**src/rtl/band_macros.svh**
```systemverilog
// ###################################################################
// width and lane count of the band splitter datapath
// include before any package or module that sizes samples or words
// ###################################################################

`ifndef BAND_MACROS_SVH
`define BAND_MACROS_SVH

// bits per signed sample
`define BAND_SAMPLE_WIDTH 16

// samples carried side by side in one stream word, at least two
`define BAND_PARALLEL_SAMPLES 2

`endif

```
**src/rtl/sample_pkg.sv**
```systemverilog
// ###################################################################
// sample and word types shared by every datapath block
// import with a wildcard in the module header
// ###################################################################

`include "band_macros.svh"

package sample_pkg;

  // one signed sample as it sits in a lane
  typedef logic signed [`BAND_SAMPLE_WIDTH-1:0] sample_t;

  // one stream word, lane 0 holds the oldest sample and the last lane the newest
  // so the predecessor of lane i is lane i-1 of the same word
  typedef sample_t [`BAND_PARALLEL_SAMPLES-1:0] word_t;

endpackage

```
**src/rtl/band_ctrl_pkg.sv**
```systemverilog
// ###################################################################
// control encodings of the band splitter
// holds the output mode opcodes and the fork state machine encoding
// ###################################################################

`include "band_macros.svh"

package band_ctrl_pkg;

  // output selection per lane, only changed while the pipeline is empty
  typedef enum logic [1:0] {
    mode_high = 2'd0,
    mode_low  = 2'd1,
    mode_sum  = 2'd2
  } band_mode_t;

  // which branch has already taken the word that is on the input
  typedef enum logic [1:0] {
    fork_both_pending = 2'd0,
    fork_high_taken   = 2'd1,
    fork_low_taken    = 2'd2
  } fork_state_t;

endpackage

```
**src/rtl/axis_stream_fork.sv**
```systemverilog
// ###################################################################
// broadcasts one valid/ready input stream to a high and a low branch
// each word goes to each branch exactly once, data passes through
// ###################################################################

`timescale 1ns/100ps
`include "band_macros.svh"

module axis_stream_fork import sample_pkg::*, band_ctrl_pkg::*; (
  input  logic  clk,
  input  logic  reset,
  input  word_t in_data,
  input  logic  in_valid,
  output logic  in_ready,
  output word_t hi_in_data,
  output logic  hi_in_valid,
  input  logic  hi_in_ready,
  output word_t lo_in_data,
  output logic  lo_in_valid,
  input  logic  lo_in_ready
);

  fork_state_t state;

  // both branches see the same word, only the valid is gated
  assign hi_in_data = in_data;
  assign lo_in_data = in_data;

  // a branch that already took the word must not see it again
  assign hi_in_valid = in_valid && (state != fork_high_taken);
  assign lo_in_valid = in_valid && (state != fork_low_taken);

  // the input completes once every branch still owed the word is ready
  assign in_ready = ((state == fork_high_taken) || hi_in_ready) &&
                    ((state == fork_low_taken) || lo_in_ready);

  always_ff @(posedge clk) begin
    if (reset) begin
      state <= fork_both_pending;
    end else if (in_valid && in_ready) begin
      // word is fully delivered, the next one starts fresh
      state <= fork_both_pending;
    end else if (in_valid && (state == fork_both_pending)) begin
      // only one branch could take it this cycle, remember which one
      if (hi_in_ready) begin
        state <= fork_high_taken;
      end else if (lo_in_ready) begin
        state <= fork_low_taken;
      end
    end
  end

endmodule

```
**src/rtl/axis_differentiator.sv**
```systemverilog
// ###################################################################
// high band branch, halved first difference of the sample stream
// one word in, one registered word out, one cycle of latency
// ###################################################################

`timescale 1ns/100ps
`include "band_macros.svh"

module axis_differentiator import sample_pkg::*; (
  input  logic  clk,
  input  logic  reset,
  input  word_t in_data,
  input  logic  in_valid,
  output logic  in_ready,
  output word_t out_data,
  output logic  out_valid,
  input  logic  out_ready
);

  localparam int W = `BAND_SAMPLE_WIDTH;
  localparam int N = `BAND_PARALLEL_SAMPLES;

  // newest sample of the previous accepted word, feeds lane 0
  sample_t prev_sample;
  // each lane's predecessor, lined up with the lane itself
  word_t   pred_word;
  word_t   next_data;
  logic    accept;

  // the register can take a word when it is empty or drains this cycle
  assign in_ready = !out_valid || out_ready;
  assign accept   = in_valid && in_ready;

  // shift the word up by one lane and put the held sample into lane 0
  assign pred_word = word_t'({in_data[N-2:0], prev_sample});

  always_comb begin
    logic [W:0] cur_ext;
    logic [W:0] pred_ext;
    logic [W:0] diff_ext;
    for (int i = 0; i < N; i++) begin
      // one extra bit so the difference cannot wrap
      cur_ext  = {in_data[i][W-1], in_data[i]};
      pred_ext = {pred_word[i][W-1], pred_word[i]};
      diff_ext = cur_ext - pred_ext;
      // dropping the lsb is an arithmetic shift, which floors toward minus infinity
      next_data[i] = sample_t'(diff_ext[W:1]);
    end
  end

  always_ff @(posedge clk) begin
    if (reset) begin
      out_valid   <= 1'b0;
      prev_sample <= '0;
    end else if (accept) begin
      out_valid   <= 1'b1;
      prev_sample <= in_data[N-1];
    end else if (out_ready) begin
      out_valid <= 1'b0;
    end
  end

  // payload only moves on an accepted word
  always_ff @(posedge clk) begin
    if (accept) begin
      out_data <= next_data;
    end
  end

endmodule

```
**src/rtl/axis_pair_averager.sv**
```systemverilog
// ###################################################################
// low band branch, halved sum of each sample and its predecessor
// same handshake and latency as the differentiator branch
// ###################################################################

`timescale 1ns/100ps
`include "band_macros.svh"

module axis_pair_averager import sample_pkg::*; (
  input  logic  clk,
  input  logic  reset,
  input  word_t in_data,
  input  logic  in_valid,
  output logic  in_ready,
  output word_t out_data,
  output logic  out_valid,
  input  logic  out_ready
);

  localparam int W = `BAND_SAMPLE_WIDTH;
  localparam int N = `BAND_PARALLEL_SAMPLES;

  // last lane of the previous word, zero until the first word arrives
  sample_t prev_sample;
  word_t   pred_word;
  word_t   next_data;
  logic    accept;

  assign in_ready = !out_valid || out_ready;
  assign accept   = in_valid && in_ready;

  // lane i is paired with lane i-1, lane 0 with the held sample
  assign pred_word = word_t'({in_data[N-2:0], prev_sample});

  always_comb begin
    logic [W:0] cur_ext;
    logic [W:0] pred_ext;
    logic [W:0] sum_ext;
    for (int i = 0; i < N; i++) begin
      cur_ext  = {in_data[i][W-1], in_data[i]};
      pred_ext = {pred_word[i][W-1], pred_word[i]};
      sum_ext  = cur_ext + pred_ext;
      // half of a sum of two samples always lands back in sample range
      next_data[i] = sample_t'(sum_ext[W:1]);
    end
  end

  always_ff @(posedge clk) begin
    if (reset) begin
      out_valid   <= 1'b0;
      prev_sample <= '0;
    end else if (accept) begin
      out_valid   <= 1'b1;
      prev_sample <= in_data[N-1];
    end else if (out_ready) begin
      // drained with nothing new behind it
      out_valid <= 1'b0;
    end
  end

  always_ff @(posedge clk) begin
    if (accept) begin
      out_data <= next_data;
    end
  end

endmodule

```
**src/rtl/axis_band_combiner.sv**
```systemverilog
// ###################################################################
// joins the high and low band streams into one output stream
// per lane it passes one band or the saturated sum, chosen by mode
// ###################################################################

`timescale 1ns/100ps
`include "band_macros.svh"

module axis_band_combiner import sample_pkg::*, band_ctrl_pkg::*; (
  input  logic       clk,
  input  logic       reset,
  input  band_mode_t mode,
  input  word_t      hi_data,
  input  logic       hi_valid,
  output logic       hi_ready,
  input  word_t      lo_data,
  input  logic       lo_valid,
  output logic       lo_ready,
  output word_t      out_data,
  output logic       out_valid,
  input  logic       out_ready
);

  localparam int W = `BAND_SAMPLE_WIDTH;
  localparam int N = `BAND_PARALLEL_SAMPLES;

  // largest and smallest values a lane can hold
  localparam sample_t SAMPLE_MAX = {1'b0, {(W-1){1'b1}}};
  localparam sample_t SAMPLE_MIN = {1'b1, {(W-1){1'b0}}};

  logic  space;
  logic  accept;
  word_t next_data;

  // output register is free when empty or being drained right now
  assign space = !out_valid || out_ready;

  // the two bands are taken as a pair, never one without the other
  assign accept   = hi_valid && lo_valid && space;
  assign hi_ready = accept;
  assign lo_ready = accept;

  always_comb begin
    logic [W:0] sum_ext;
    sample_t    sum_sat;
    for (int i = 0; i < N; i++) begin
      sum_ext = {hi_data[i][W-1], hi_data[i]} + {lo_data[i][W-1], lo_data[i]};
      // the top two bits disagree only when the sum left the sample range
      if (sum_ext[W] != sum_ext[W-1]) begin
        sum_sat = sum_ext[W] ? SAMPLE_MIN : SAMPLE_MAX;
      end else begin
        sum_sat = sample_t'(sum_ext[W-1:0]);
      end
      case (mode)
        mode_high: next_data[i] = hi_data[i];
        mode_low:  next_data[i] = lo_data[i];
        mode_sum:  next_data[i] = sum_sat;
        // unused code falls back to the rebuilt signal
        default:   next_data[i] = sum_sat;
      endcase
    end
  end

  always_ff @(posedge clk) begin
    if (reset) begin
      out_valid <= 1'b0;
    end else if (accept) begin
      out_valid <= 1'b1;
    end else if (out_ready) begin
      out_valid <= 1'b0;
    end
  end

  // result register, loaded only when a band pair is consumed
  always_ff @(posedge clk) begin
    if (accept) begin
      out_data <= next_data;
    end
  end

endmodule

```
**src/rtl/axis_band_split_top.sv**
```systemverilog
// ###################################################################
// two band splitter, fork into high and low branches, then recombine
// mode must only change while no word is in flight
// ###################################################################

`timescale 1ns/100ps
`include "band_macros.svh"

module axis_band_split_top import sample_pkg::*, band_ctrl_pkg::*; (
  input  logic       clk,
  input  logic       reset,
  input  band_mode_t mode,
  input  word_t      in_data,
  input  logic       in_valid,
  output logic       in_ready,
  output word_t      out_data,
  output logic       out_valid,
  input  logic       out_ready
);

  // fork to branches
  word_t hi_in_data;
  logic  hi_in_valid;
  logic  hi_in_ready;
  word_t lo_in_data;
  logic  lo_in_valid;
  logic  lo_in_ready;

  // branches to combiner
  word_t hi_data;
  logic  hi_valid;
  logic  hi_ready;
  word_t lo_data;
  logic  lo_valid;
  logic  lo_ready;

  axis_stream_fork fork_i (
    .clk, .reset, .in_data, .in_valid, .in_ready,
    .hi_in_data, .hi_in_valid, .hi_in_ready,
    .lo_in_data, .lo_in_valid, .lo_in_ready
  );

  axis_differentiator diff_i (
    .clk, .reset,
    .in_data(hi_in_data), .in_valid(hi_in_valid), .in_ready(hi_in_ready),
    .out_data(hi_data), .out_valid(hi_valid), .out_ready(hi_ready)
  );

  axis_pair_averager avg_i (
    .clk, .reset,
    .in_data(lo_in_data), .in_valid(lo_in_valid), .in_ready(lo_in_ready),
    .out_data(lo_data), .out_valid(lo_valid), .out_ready(lo_ready)
  );

  axis_band_combiner comb_i (
    .clk, .reset, .mode,
    .hi_data, .hi_valid, .hi_ready,
    .lo_data, .lo_valid, .lo_ready,
    .out_data, .out_valid, .out_ready
  );

endmodule

```
**config.mk**
```make
export PLATFORM = sky130hd
export DESIGN_NAME = axis_band_split_top
export DESIGN_NICKNAME = d
export VERILOG_FILES = /design/src/rtl/sample_pkg.sv /design/src/rtl/band_ctrl_pkg.sv /design/src/rtl/axis_stream_fork.sv /design/src/rtl/axis_differentiator.sv /design/src/rtl/axis_pair_averager.sv /design/src/rtl/axis_band_combiner.sv /design/src/rtl/axis_band_split_top.sv
export VERILOG_INCLUDE_DIRS = /design/src /design/src/rtl
export SDC_FILE = /design/constraint.sdc
export NUM_CORES = 1
export LEC_CHECK = 0
export BUFFER_PORTS_ARGS = -buffer_cell sky130_fd_sc_hd__buf_4
export CELL_PAD_IN_SITES_DETAIL_PLACEMENT = 1
export CELL_PAD_IN_SITES_GLOBAL_PLACEMENT = 1
export CORE_AREA = 2 2 186 188
export CTS_BUF_LIST = sky130_fd_sc_hd__clkbuf_8
export DETAILED_ROUTE_END_ITERATION = 12
export DIE_AREA = 0 0 188 190
export GPL_ROUTABILITY_DRIVEN = 1
export PLACE_DENSITY = 0.51
export SYNTH_ARGS = -nofsm -noshare
export SYNTH_HDL_FRONTEND = slang
export SYNTH_SLANG_ARGS = --single-unit
```
**constraint.sdc**
```tcl
create_clock -name clk -period 3.85 [get_ports clk]
set_clock_uncertainty 0.15 [all_clocks]
set_input_delay 0.1925 -clock clk [delete_from_list [all_inputs] [get_ports clk]]
set_output_delay 0.1925 -clock clk [all_outputs]
set_load 0.05 [all_outputs]
```
# Word level (Yosys, flattened, before mapping)
# Cells that the tools add are included.
[word_totals] register_bits=133 wordCells=63
[op_classes] reduce_logical=25 mux=13 n_addsub=6 eq_ne=7
[op_table] operator="$add 16x16->17" count=4
[op_table] operator="$mux 16" count=4
[op_table] operator="$pmux 16 s2" count=2
[op_table] operator="$sub 16x16->17" count=2
[op_table] operator="$logic_and 1x1->1" count=9
[op_table] operator="$reduce_bool 2->1" count=4
[op_table] operator="$logic_or 1x1->1" count=5
[op_table] operator="$mux 1" count=5
[op_table] operator="$eq 2x1->1 const B" count=2
[op_table] operator="$logic_not 2->1" count=2
[op_table] operator="$mux 2" count=2
[op_table] operator="$logic_not 1->1" count=3
[op_table] operator="$eq 2x2->1 const B" count=1
[op_table] operator="$ne 1x1->1" count=2
[op_table] operator="$ne 2x1->1 const B" count=1
[op_table] operator="$ne 2x2->1 const B" count=1
[op_table] operator="$reduce_and 2->1" count=1
[op_table] operator="$reduce_or 2->1" count=1

# Logic depth before layout (Yosys ltp)
# Gate-level depths: netlist (run 1).
[depth] word_depth=8 mapped_depth=12

# Modules after synthesis
# From an unflattened synthesis (run 1), not the netlist that was laid out.
[unflattened] hier_cells=1176 area_unflattened_um2=10736.5
[modules_own_cells] module="axis_band_combiner" instances=1 area_each_um2=3603.5 cells_per_inst=399
[modules_own_cells] module="axis_differentiator" instances=1 area_each_um2=3462.1 cells_per_inst=384
[modules_own_cells] module="axis_pair_averager" instances=1 area_each_um2=3036.7 cells_per_inst=310
[modules_own_cells] module="axis_stream_fork" instances=1 area_each_um2=634.4 cells_per_inst=83

# Worst setup path after synthesis (run 1)
# OpenSTA, ideal clock, no wires.
[synth_path] path_type="flip-flop to flip-flop" start="reg avg_i.out_data[20] (netlist bit)" end="reg comb_i.out_data[22] (netlist bit), data pin" slack_ns=0.881 path_buffers=1 arrival_time_ns=2.558 path_stages_with_launch=11 setup_ns=0.261 period_less_slack_ns=2.969 cell_sequence="edfxtp_1 -> ha_1 -> o21a_1 -> o21a_1 -> a2111o_1 -> a31oi_2 -> o21a_1 -> o211ai_2 -> and2_1 -> buf_6 -> a221o_1"
[synth_rtl] element="start: declaration" line="axis_pair_averager.sv:15" source="output word_t out_data,"
[synth_rtl] element="start signal: assignment" line="axis_pair_averager.sv:63" source="out_data <= next_data;"
[synth_rtl] element="end signal: assignment" line="axis_band_combiner.sv:77" source="out_data <= next_data;"
[synth_rtl] element="end: declaration" line="axis_band_combiner.sv:19" source="output word_t out_data,"

==> results of run 1 <==
path summary, 6_finish.rpt:
check,start,end,slack (ns)
setup reg to reg,avg_i.out_data[17],comb_i.out_data[19],0.48
hold reg to reg,diff_i.prev_sample[8],diff_i.prev_sample[8],0.31
setup / recovery,avg_i.out_data[17],comb_i.out_data[19],0.48
hold / removal,mode[1],comb_i.out_data[31],0.04
cell usage in the layout, fill, tap and decap left out, types with 5 or more instances in the layout:
cell type | synthesis | routed
o21bai_1 | 8 | 8
a31oi_1 | 11 | 11
a221o_1 | 9 | 9
nor2_1 | 79 | 79
xnor2_1 | 55 | 55
and3_1 | 8 | 8
fa_1 | 6 | 6
o21a_1 | 14 | 14
mux2_2 | 13 | 13
inv_6 | 0 | 6
o22ai_1 | 8 | 8
o21ai_1 | 7 | 7
dlygate4sd3_1 | 0 | 23
dfxtp_1 | 37 | 37
edfxtp_1 | 96 | 96
clkbuf_8 | 0 | 17
nor3_1 | 25 | 25
a211oi_1 | 8 | 8
nor2b_1 | 21 | 21
nand3_1 | 20 | 20
nand2b_1 | 11 | 11
o31a_1 | 5 | 5
nand2_1 | 71 | 71
inv_1 | 59 | 59
mux2i_1 | 30 | 30
ha_1 | 92 | 92
xor2_1 | 16 | 16
a21o_1 | 20 | 20
buf_4 | 0 | 80
o41ai_1 | 5 | 5
o211ai_1 | 11 | 11
and2_1 | 9 | 9
o21ai_0 | 25 | 25
a21oi_1 | 75 | 74
or3_1 | 10 | 10
layer usage:
layer  global-route usage (%)  share of wire [%]  up-vias
met5                        0                  0        -
met4                     3.66               0.97        0
met3                     2.69                3.1       17
met2                     24.6                 45      101
met1                     21.9                 51     3552
li1                         -                  -     3711
logic make-up (layout without fill, tap and decap cells):
family	after synthesis	after routing	share of synthesized area (%)
flops	133	133	38.8
mux	43	43	4.78
compound gates	247	247	17.9
fa+ha+maj	102	102	14.0
simple gates	275	275	14.2
xor+xnor	71	71	6.65
buf+inv	90	196	3.73
registers in the layout (all words and copies together) (netlist names):
name                flops
avg_i.out_data         32
comb_i.out_data        32
diff_i.out_data        32
avg_i.prev_sample      16
diff_i.prev_sample     16
fork_i.state            2
avg_i.out_valid         1
comb_i.out_valid        1
diff_i.out_valid        1
critical path: cells and delay by family (launching register included):
family	cells	cell delay (ns)
flops	1	0.44
compound gates	5	1.21
simple gates	3	1.08
fa+ha+maj	1	0.34
layout make-up:
cell class	instances	area, µm²	share of cell area [%]
repair buffers	104	851	7.71
flip-flops and latches	133	3620	32.8
inverters	60	225	2.04
clock inverters	15	144	1.30
clock buffers	17	234	2.12
well taps	455	569	5.16
multi-input cells	738	5390	48.8
through the flow:
stage	hold WS, ns	setup slack, ns	power (mW)	util [%]
global route	0.0416	0.345	5.12	32.5
global placement	0.294	0.572	3.64	30.7
finish	0.0442	0.481	4.80	32.5
detailed placement	0.297	0.521	3.64	30.7
floorplan	0.178	0.881	3.10	-
CTS	0.0105	0.482	4.87	32.5
where the power goes:
part,internal (mW),switching [mW]
Clock,0.524,0.663
Combinational,0.735,1.05
Sequential,1.75,0.0762
timing repair:
item / in CTS / in global routing
hold buffers: 23 / 0
endpoints found under the hold margin: 37 / 0
setup buffers: 0 / 0
==> results.tsv, run 1 <==
stage	metric	value	unit
status	outcome	finished, final reports clean	
clocking	h-tree-depth	4	
floorplan	fp-row-count	68	
clocking	clock_path_buffers	2	
yosys	synthArstFlopShare	0	%
yosys	ys.flop_type	edfxtp_1	
timing	tightestPinTransition	0.794	ns
setup_path	critPathRequiredTime	4.04	ns
drt	drt_pre_antenna_iters	4	
final_layout	layout.cells.non_filler	1522	
yosys	synth.top_cell.area_share	30.8	%
yosys	synth_area_per_cell	9.73	µm²
final_layout	fin_nets	1190	
yosys	synthTopCellsByCount	96 x edfxtp_1, 92 x ha_1, 79 x nor2_1	
yosys	yosysSeqAreaShare	38.8	%
hold_path	min_path_type	input pin to flop	
yosys	yosys_warnings	0	
final_layout	nFillCells	3915	
drt	routed_via_density	4.85	
power_and_ir_drop	powerDensity	435	nW/µm²
clocking	cts_root_buf	clkbuf_8	
setup_path	cpPeakStageDelay	0.53	ns
setup_path	path_cells	ha_1 > a211oi_1 > o21ai_1 > a2111o_1 > and3_1 > or4_4 > o211ai_2 > and2_1 > a221o_1	
place	io_buffers	71	
power_and_ir_drop	power_leakage	4.43	nW
place	gp_congestion	0.797	
clocking	cts-resized-gates	0	
run	maxCapViolations	0	
setup_path	crit_arrival	3.56	ns
drt	dr_total_vias	7381	
timing	fin_crit	3.37	ns
yosys	yosysUniqueCellTypes	71	
yosys	synth-edff-count	96	
place	placedCellCount	1467	
power_and_ir_drop	ir_drop	0.232	mV
yosys	yosysMostFrequentCell	edfxtp_1	
clocking	clk_pin_slew	0.09	ns
setup_path	endpoint_kind	flop	
yosys	yosys.area.top_type	edfxtp_1	
floorplan	io_pins	72	
setup_path	crit_type	flop to flop	
grt	antenna_found_initial	1	
timing	finalHoldViolCount	0	
setup_path	crit_fanout	9	
grt	grt-ovfl-total	0	
grt	grt_max_degree	38	
yosys	synthCells	961	
floorplan	die_width	188	µm
floorplan	die-area	35700	µm²
clocking	clkSinkCount	133	
timing	max_freq	0.297	GHz
setup_path	startpoint_type	flop	
clocking	numCtsBuffers	17	
drt	route.final.wire_length	27.1	mm
place	placed_area	10400	µm²
setup_path	reg2reg_depth	9	
grt	first_global_vias	7552	
timing	post-route-period-util	87.5	%
hold_path	worstHoldPathCells	2	
yosys	syn-num-nets	1097	
timing	fin_setup_tns	0	ns
drt	ant_nets	0	
floorplan	start_util	27.5	%
grt	grtUsageTotal	15.5	%
final_layout	antennaDiodeCount	0	
floorplan	fp.coreArea	33900	µm²
clocking	tritoncts	done	
yosys	ys_seq_elements	133	
clocking	clock_latency	0.49	ns
floorplan	die_h	190	µm
yosys	netlist_area	9350	µm²
place	hpwl	21.7	mm
grt	grt_pass1_wl	42.6	mm
yosys	synth_area_leaders	edfxtp_1 31%, ha_1 12%, dfxtp_1 7.9%	
timing	maxSlewViolCount	0	
drt	drcViolationCount	0	
drt	first_iter_violations	358	
timing	setup_violations	0	
setup_path	cpMaxStageDelayCell	or4_4	
timing	max-slew-margin-rel	47.0	%
drt	routedWlPerCell	17.8	µm
final_layout	postLayoutCellArea	11000	µm²
final_layout	drive_gt1_share	13.0	%
timing	rsz0062_at_grt	no	
final_layout	area_growth	18.0	%
No activity file was read; power rests on OpenSTA's default activity.
==> inputs of run 2 (changes only) <==
REMOVE_ABC_BUFFERS = 1   (was default)
==> run 2 against run 1 <==
Non-clock buffer count grew 3. Largest cell class unchanged. Hold slack gained 0.010 ns. Combinational power is essentially flat. Register-to-register slack lost 0.03 ns. Final area grew 0.42%. Maximum frequency shrank 0.92%. Clock-buffer cell count is the same. Global-route usage is essentially flat. Critical path type unchanged.
==> results.tsv, run 2 (synthesis gave the netlist of run 1 again) <==
stage	metric	value	unit	change
timing	setup_violations	0		unchanged
timing	fin_ws	0.449	ns	-0.0314 ns
clocking	clkSinkCount	133		unchanged
grt	antenna_found_initial	2		+1
grt	grt_max_degree	38		unchanged
setup_path	endpoint_kind	flop		
timing	tightestPinTransition	0.897	ns	+0.103 ns
clocking	numCtsBuffers	17		unchanged
place	placedCellCount	1467		unchanged
setup_path	cpMaxStageDelayCell	nor3b_2		
drt	routed_via_density	4.83		-0.42%
setup_path	crit_family	compound AO/OA/AOI/OAI gates		
setup_path	startpoint_type	flop		
timing	max-slew-margin-rel	40.0	%	-7.0 points
floorplan	fp-row-count	68		unchanged
setup_path	crit_arrival	3.59	ns	+0.03 ns
power_and_ir_drop	power_leakage	4.45	nW	+0.55%
setup_path	cpPeakStageDelay	0.74	ns	+0.21 ns
final_layout	fin_nets	1193		+0.25%
power_and_ir_drop	p_sw_share	36.1	%	-1.2 points
power_and_ir_drop	intPower	3.06	mW	+1.8%
hold_path	worstHoldPathCells	2		unchanged
floorplan	fp.coreArea	33900	µm²	unchanged
clocking	cts-resized-gates	0		unchanged
setup_path	critPathRequiredTime	4.04	ns	about the same
clocking	h-tree-depth	4		unchanged
place	pre_cts_slack	0.464	ns	-0.0566 ns
timing	max_freq	0.294	GHz	-0.92%
place	hpwl	21.2	mm	-2.5%
hold_path	min_path_type	input pin to flop		
drt	ant_nets	0		unchanged
place	gp_congestion	0.781		-2.1%
grt	grt-ovfl-total	0		unchanged
clocking	tritoncts	done		
hold_path	hold_end	avg_i.out_data[16]		
grt	grtUsageTotal	15.5	%	+0.028 points
clocking	holdBufCountCts	26		+13%
power_and_ir_drop	power	4.79	mW	-0.14%
clocking	cts_root_buf	clkbuf_8		
final_layout	most-common-layout-cells	96 x edfxtp_1, 92 x ha_1, 80 x buf_4		
final_layout	drive_gt1_share	13.0	%	-0.037 points
setup_path	path_cells	ha_1 > a211oi_1 > o21ai_1 > a2111o_1 > a31oi_2 > nor4_1 > nor3b_2 > a221o_1		
setup_path	crit_type	flop to flop		
drt	route.final.wire_length	26.9	mm	-0.80%
setup_path	r2r_slack	0.45	ns	-0.03 ns
drt	drcViolationCount	0		unchanged
setup_path	r2r-start	avg_i.out_data[17]		
setup_path	path_buf_inv	0		unchanged
timing	maxSlewViolCount	0		unchanged
grt	first_global_vias	7611		+0.78%
clocking	clk_pin_slew	0.09	ns	about the same
final_layout	area_growth	18.5	%	
final_layout	largestRegisters	avg_i.out_data (32), comb_i.out_data (32), diff_i.out_data (32)		
hold_path	hp-start	in_data[1]		
floorplan	die_width	188	µm	unchanged
drt	drt_pre_antenna_iters	4		unchanged
floorplan	die_h	190	µm	unchanged
timing	fin_crit	3.40	ns	+0.0314 ns
final_layout	final_common_cell	edfxtp_1		
setup_path	reg2reg_depth	8		-1
clocking	clock_path_buffers	2		unchanged
setup_path	crit_fanout	14		+5
power_and_ir_drop	power.share.clock	25.1	%	+0.4 points
grt	grt_pass1_wl	42.7	mm	+0.42%
timing	rsz0062_at_grt	no		
drt	routedWlPerCell	17.6	µm	-1.1%
floorplan	io_pins	72		unchanged
timing	finalHoldViolCount	0		unchanged
clocking	cts_setup_buffers	0		unchanged
floorplan	start_util	27.5	%	unchanged
drt	first_iter_violations	341		-4.7%
clocking	clock_latency	0.47	ns	-0.02 ns
power_and_ir_drop	power.switching	1.73	mW	-3.3%
final_layout	layout.cells.non_filler	1526		+0.26%
power_and_ir_drop	powerDensity	433	nW/µm²	-0.56%
timing	post-route-period-util	88.3	%	+0.82 points
run	maxCapViolations	0		unchanged
floorplan	die-area	35700	µm²	unchanged
timing	fin_setup_tns	0	ns	unchanged
status	outcome	finished, final reports clean		
setup_path	worst_r2r_endpoint	comb_i.out_data[25]		
power_and_ir_drop	ir_drop	0.214	mV	-7.6%
power_and_ir_drop	seqPwrFrac	38.1	%	about the same
power_and_ir_drop	pwr-share-comb	36.8	%	-0.5 points
place	io_buffers	71		unchanged
drt	dr_total_vias	7369		-0.16%
==> run 2: changes by cell type in the layout (fill, tap and decap cells not counted) <==
cell / previous run / this run
clkinvlp_2: 1 / 0
diode_2: 0 / 1
inv_6: 6 / 2
clkinv_4: 2 / 4
clkinvlp_4: 3 / 4
bufinv_16: 1 / 2
clkinv_2: 1 / 3
dlygate4sd3_1: 23 / 26
inv_8: 1 / 0
==> run 2: cell type report <==
type / count / area, µm²
Clock inverter: 15 / 158
Tap cell: 455 / 569
Antenna cell: 1 / 2.50
Inverter: 60 / 225
Fill cell: 3888 / 22900
Clock buffer: 17 / 234
Timing Repair Buffer: 107 / 881
Sequential cell: 133 / 3620
Multi-Input combinational cell: 738 / 5390
==> run 2: power groups by stage <==
| stage | sequential [mW] | clock (mW) | combinational (mW) |
|---|---|---|---|
| 5_1_grt | 1.84 | 1.30 | 1.97 |
| 3_5_place_dp | 1.86 | 0 | 1.75 |
| 4_1_cts | 1.83 | 1.26 | 1.79 |
| 6_report | 1.83 | 1.20 | 1.77 |
| 3_3_place_gp | 1.86 | 0 | 1.75 |
| 2_1_floorplan | 1.90 | 0 | 1.18 |
==> run 2: worst max path at each step <==
stage | from | endpoint | slack [ns] | depth (start not counted)
final | avg_i.out_data[17] | comb_i.out_data[25] | 0.45 | 8
after floorplan | comb_i.out_valid | avg_i.prev_sample[0] | -0.30 | 5
after global routing | avg_i.out_data[17] | comb_i.out_data[21] | 0.21 | 9
after global placement | avg_i.out_data[17] | comb_i.out_data[30] | 0.50 | 8
after CTS | avg_i.out_data[17] | comb_i.out_data[25] | 0.44 | 8
after detailed placement | avg_i.out_data[17] | comb_i.out_data[25] | 0.46 | 8
==> run 2: stage by stage <==
stage	hold WS (ns)	instance area (µm²)	util, %
2_1_floorplan	0.112	9230	-
3_3_place_gp	0.294	10400	30.7
3_5_place_dp	0.303	10400	30.7
4_1_cts	0.0250	11100	32.6
5_1_grt	0.0496	11100	32.6
6_report	0.0545	11100	32.6
==> run 2: metal layers <==
metal  GRT usage, %  wire length (µm)  share of wire, %
met4           4.94               468               1.7
met1           21.5             13300                50
met2           24.7             12100                45
met3           2.60              1000               3.7
met5              0                11             0.041
==> inputs of run 3 (changes only) <==
==> constraint.sdc (replaced) <==
create_clock -name clk -period 3.85 [get_ports clk]
set_clock_uncertainty 0.15 [all_clocks]
set_input_delay 0.385 -clock clk [delete_from_list [all_inputs] [get_ports clk]]
set_output_delay 0.385 -clock clk [all_outputs]
set_load 0.05 [all_outputs]
==> run 3 against run 2 <==
Critical path depth unchanged. Sequential share of layout area increased by 0.36 points. Non-clock buffer count decreased by 18. Sequential power about the same. Largest cell class unchanged. Largest power group unchanged.
==> results.tsv, run 3 (synthesis gave the netlist of run 1 again) <==
stage	metric	value	unit	change
floorplan	die-area	35700	µm²	unchanged
setup_path	critPathRequiredTime	4.04	ns	about the same
power_and_ir_drop	powerDensity	454	nW/µm²	+5.0%
final_layout	drive_gt1_share	13.0	%	+0.032 points
final_layout	antennaDiodeCount	0		-1
setup_path	startpoint_type	flop		
timing	max-slew-margin-rel	36.1	%	-3.9 points
drt	ant_nets	0		unchanged
floorplan	die_width	188	µm	unchanged
floorplan	die_h	190	µm	unchanged
setup_path	crit_family	compound AO/OA/AOI/OAI gates		
power_and_ir_drop	power_leakage	4.40	nW	-1.2%
timing	max_freq	0.293	GHz	-0.42%
timing	rsz0062_at_grt	no		
grt	grt_pass1_wl	42.2	mm	-1.2%
floorplan	io_pins	72		unchanged
drt	first_iter_violations	294		-14%
clocking	tritoncts	done		
timing	post-route-period-util	88.7	%	+0.37 points
clocking	h-tree-depth	4		unchanged
clocking	cts_root_buf	clkbuf_8		
clocking	clock_path_buffers	2		unchanged
grt	first_global_vias	7529		-1.1%
setup_path	path_cells	ha_1 > a211oi_1 > o21ai_1 > a2111o_1 > a31oi_2 > nor4_1 > nor3b_2 > a221o_1		
drt	routedWlPerCell	17.7	µm	+0.28%
place	placedCellCount	1466		-0.068%
clocking	numCtsBuffers	17		unchanged
setup_path	crit_type	flop to flop		
setup_path	endpoint_kind	flop		
floorplan	fp-row-count	68		unchanged
floorplan	fp.coreArea	33900	µm²	unchanged
setup_path	crit_arrival	3.61	ns	+0.02 ns
grt	grt-ovfl-total	0		unchanged
clocking	clkSinkCount	133		unchanged
timing	tightestPinTransition	0.955	ns	+0.0581 ns
timing	maxSlewViolCount	0		unchanged
setup_path	cpMaxStageDelayCell	nor3b_2		
final_layout	most-common-layout-cells	96 x edfxtp_1, 92 x ha_1, 80 x buf_4		
final_layout	final_common_cell	edfxtp_1		
drt	route.final.wire_length	26.6	mm	-0.97%
setup_path	crit_fanout	14		unchanged
status	outcome	finished, final reports clean		
final_layout	largestRegisters	avg_i.out_data (32), comb_i.out_data (32), diff_i.out_data (32)		
hold_path	min_path_type	input pin to flop		
final_layout	fin_nets	1175		-1.5%
grt	antenna_found_initial	0		-2
drt	routed_via_density	4.85		+0.49%
setup_path	cpPeakStageDelay	0.78	ns	+0.04 ns
drt	dr_total_vias	7313		-0.76%
place	pre_cts_slack	0.413	ns	-0.0509 ns
final_layout	final_core_utilization	32.3	%	-0.35 points
place	hpwl	20.9	mm	-1.0%
timing	setup_violations	0		unchanged
clocking	clock_latency	0.49	ns	+0.02 ns
grt	grt_max_degree	49		+29%
setup_path	path_buf_inv	0		unchanged
grt	grtUsageTotal	15.3	%	-0.27 points
drt	drcViolationCount	0		unchanged
run	maxCapViolations	0		unchanged
final_layout	layout.cells.non_filler	1507		-1.2%
timing	whs	0.0440	ns	-0.0104 ns
timing	finalHoldViolCount	0		unchanged
clocking	cts_setup_buffers	0		unchanged
power_and_ir_drop	ir_drop	0.200	mV	-6.5%
place	io_buffers	71		unchanged
drt	drt_pre_antenna_iters	4		unchanged
final_layout	area_growth	17.2	%	
place	gp_congestion	0.748		-4.2%
clocking	clk_pin_slew	0.09	ns	about the same
timing	fin_crit	3.42	ns	+0.0144 ns
floorplan	start_util	27.5	%	unchanged
timing	fin_ws	0.435	ns	-0.0144 ns
-- run 3: changes by cell type in the layout (fill, tap and decap cells not counted) --
cell	previous run	this run
buf_12	1	0
bufinv_16	2	5
clkinv_2	3	0
clkinv_4	4	5
clkinvlp_4	4	2
diode_2	1	0
dlygate4sd3_1	26	9
inv_1	59	60
-- run 3: timing repair --
| item | in CTS | in global routing |
|---|---|---|
| setup endpoints to repair | 0 | 0 |
| hold endpoints to repair | 11 | 0 |
| hold buffers | 9 | 0 |
| gates resized for setup | 0 | 0 |
-- run 3: power by group --
group          internal, mW  total, mW  switching, mW
logic                 0.720       1.73           1.01
registers              1.75       1.84         0.0856
clock network         0.776       1.41          0.638
total                  3.25       4.98           1.73
-- run 3: through the flow --
step           area, µm²  total power [mW]  setup TNS (ns)
3_3_place_gp       10400              3.60               0
2_1_floorplan       9230              3.09          -13.08
3_5_place_dp       10400              3.61               0
4_1_cts            11000              5.07               0
6_report           11000              4.98               0
5_1_grt            11000              5.31               0
-- run 3: area by class of cell --
class	count	area (µm²)
fill	3849	23000
multi-input combinational	738	5390
sequential	133	3620
timing repair buffer	89	691
tap	455	569
clock buffer	17	234
clock inverter	15	230
inverter	60	225
-- run 3: worst reg2reg max path, delay by kind of cell, from the launching register on --
kind / cells / cell delay, ns
compound gates: 5 / 1.47
simple gates: 2 / 0.90
flops: 1 / 0.42
fa+ha+maj: 1 / 0.33
-- run 3: final timing paths --
| kind | from | to | slack [ns] | depth (start not counted) |
|---|---|---|---|---|
| worst max-delay path | avg_i.out_data[17] | comb_i.out_data[26] | 0.43 | 8 |
| worst min register to register | diff_i.prev_sample[0] | diff_i.prev_sample[0] | 0.31 | 2 |
| worst max register to register | avg_i.out_data[17] | comb_i.out_data[26] | 0.43 | 8 |
| worst min-delay path | in_data[24] | diff_i.prev_sample[8] | 0.04 | 3 |
-- run 3: layer usage --
metal,track usage (%),vias to the layer above,part of all wire (%)
met5,0,-,0
met4,4.39,0,1.5
met3,2.34,25,2.4
met2,25.0,96,46
met1,20.8,3503,50
li1,-,3689,-
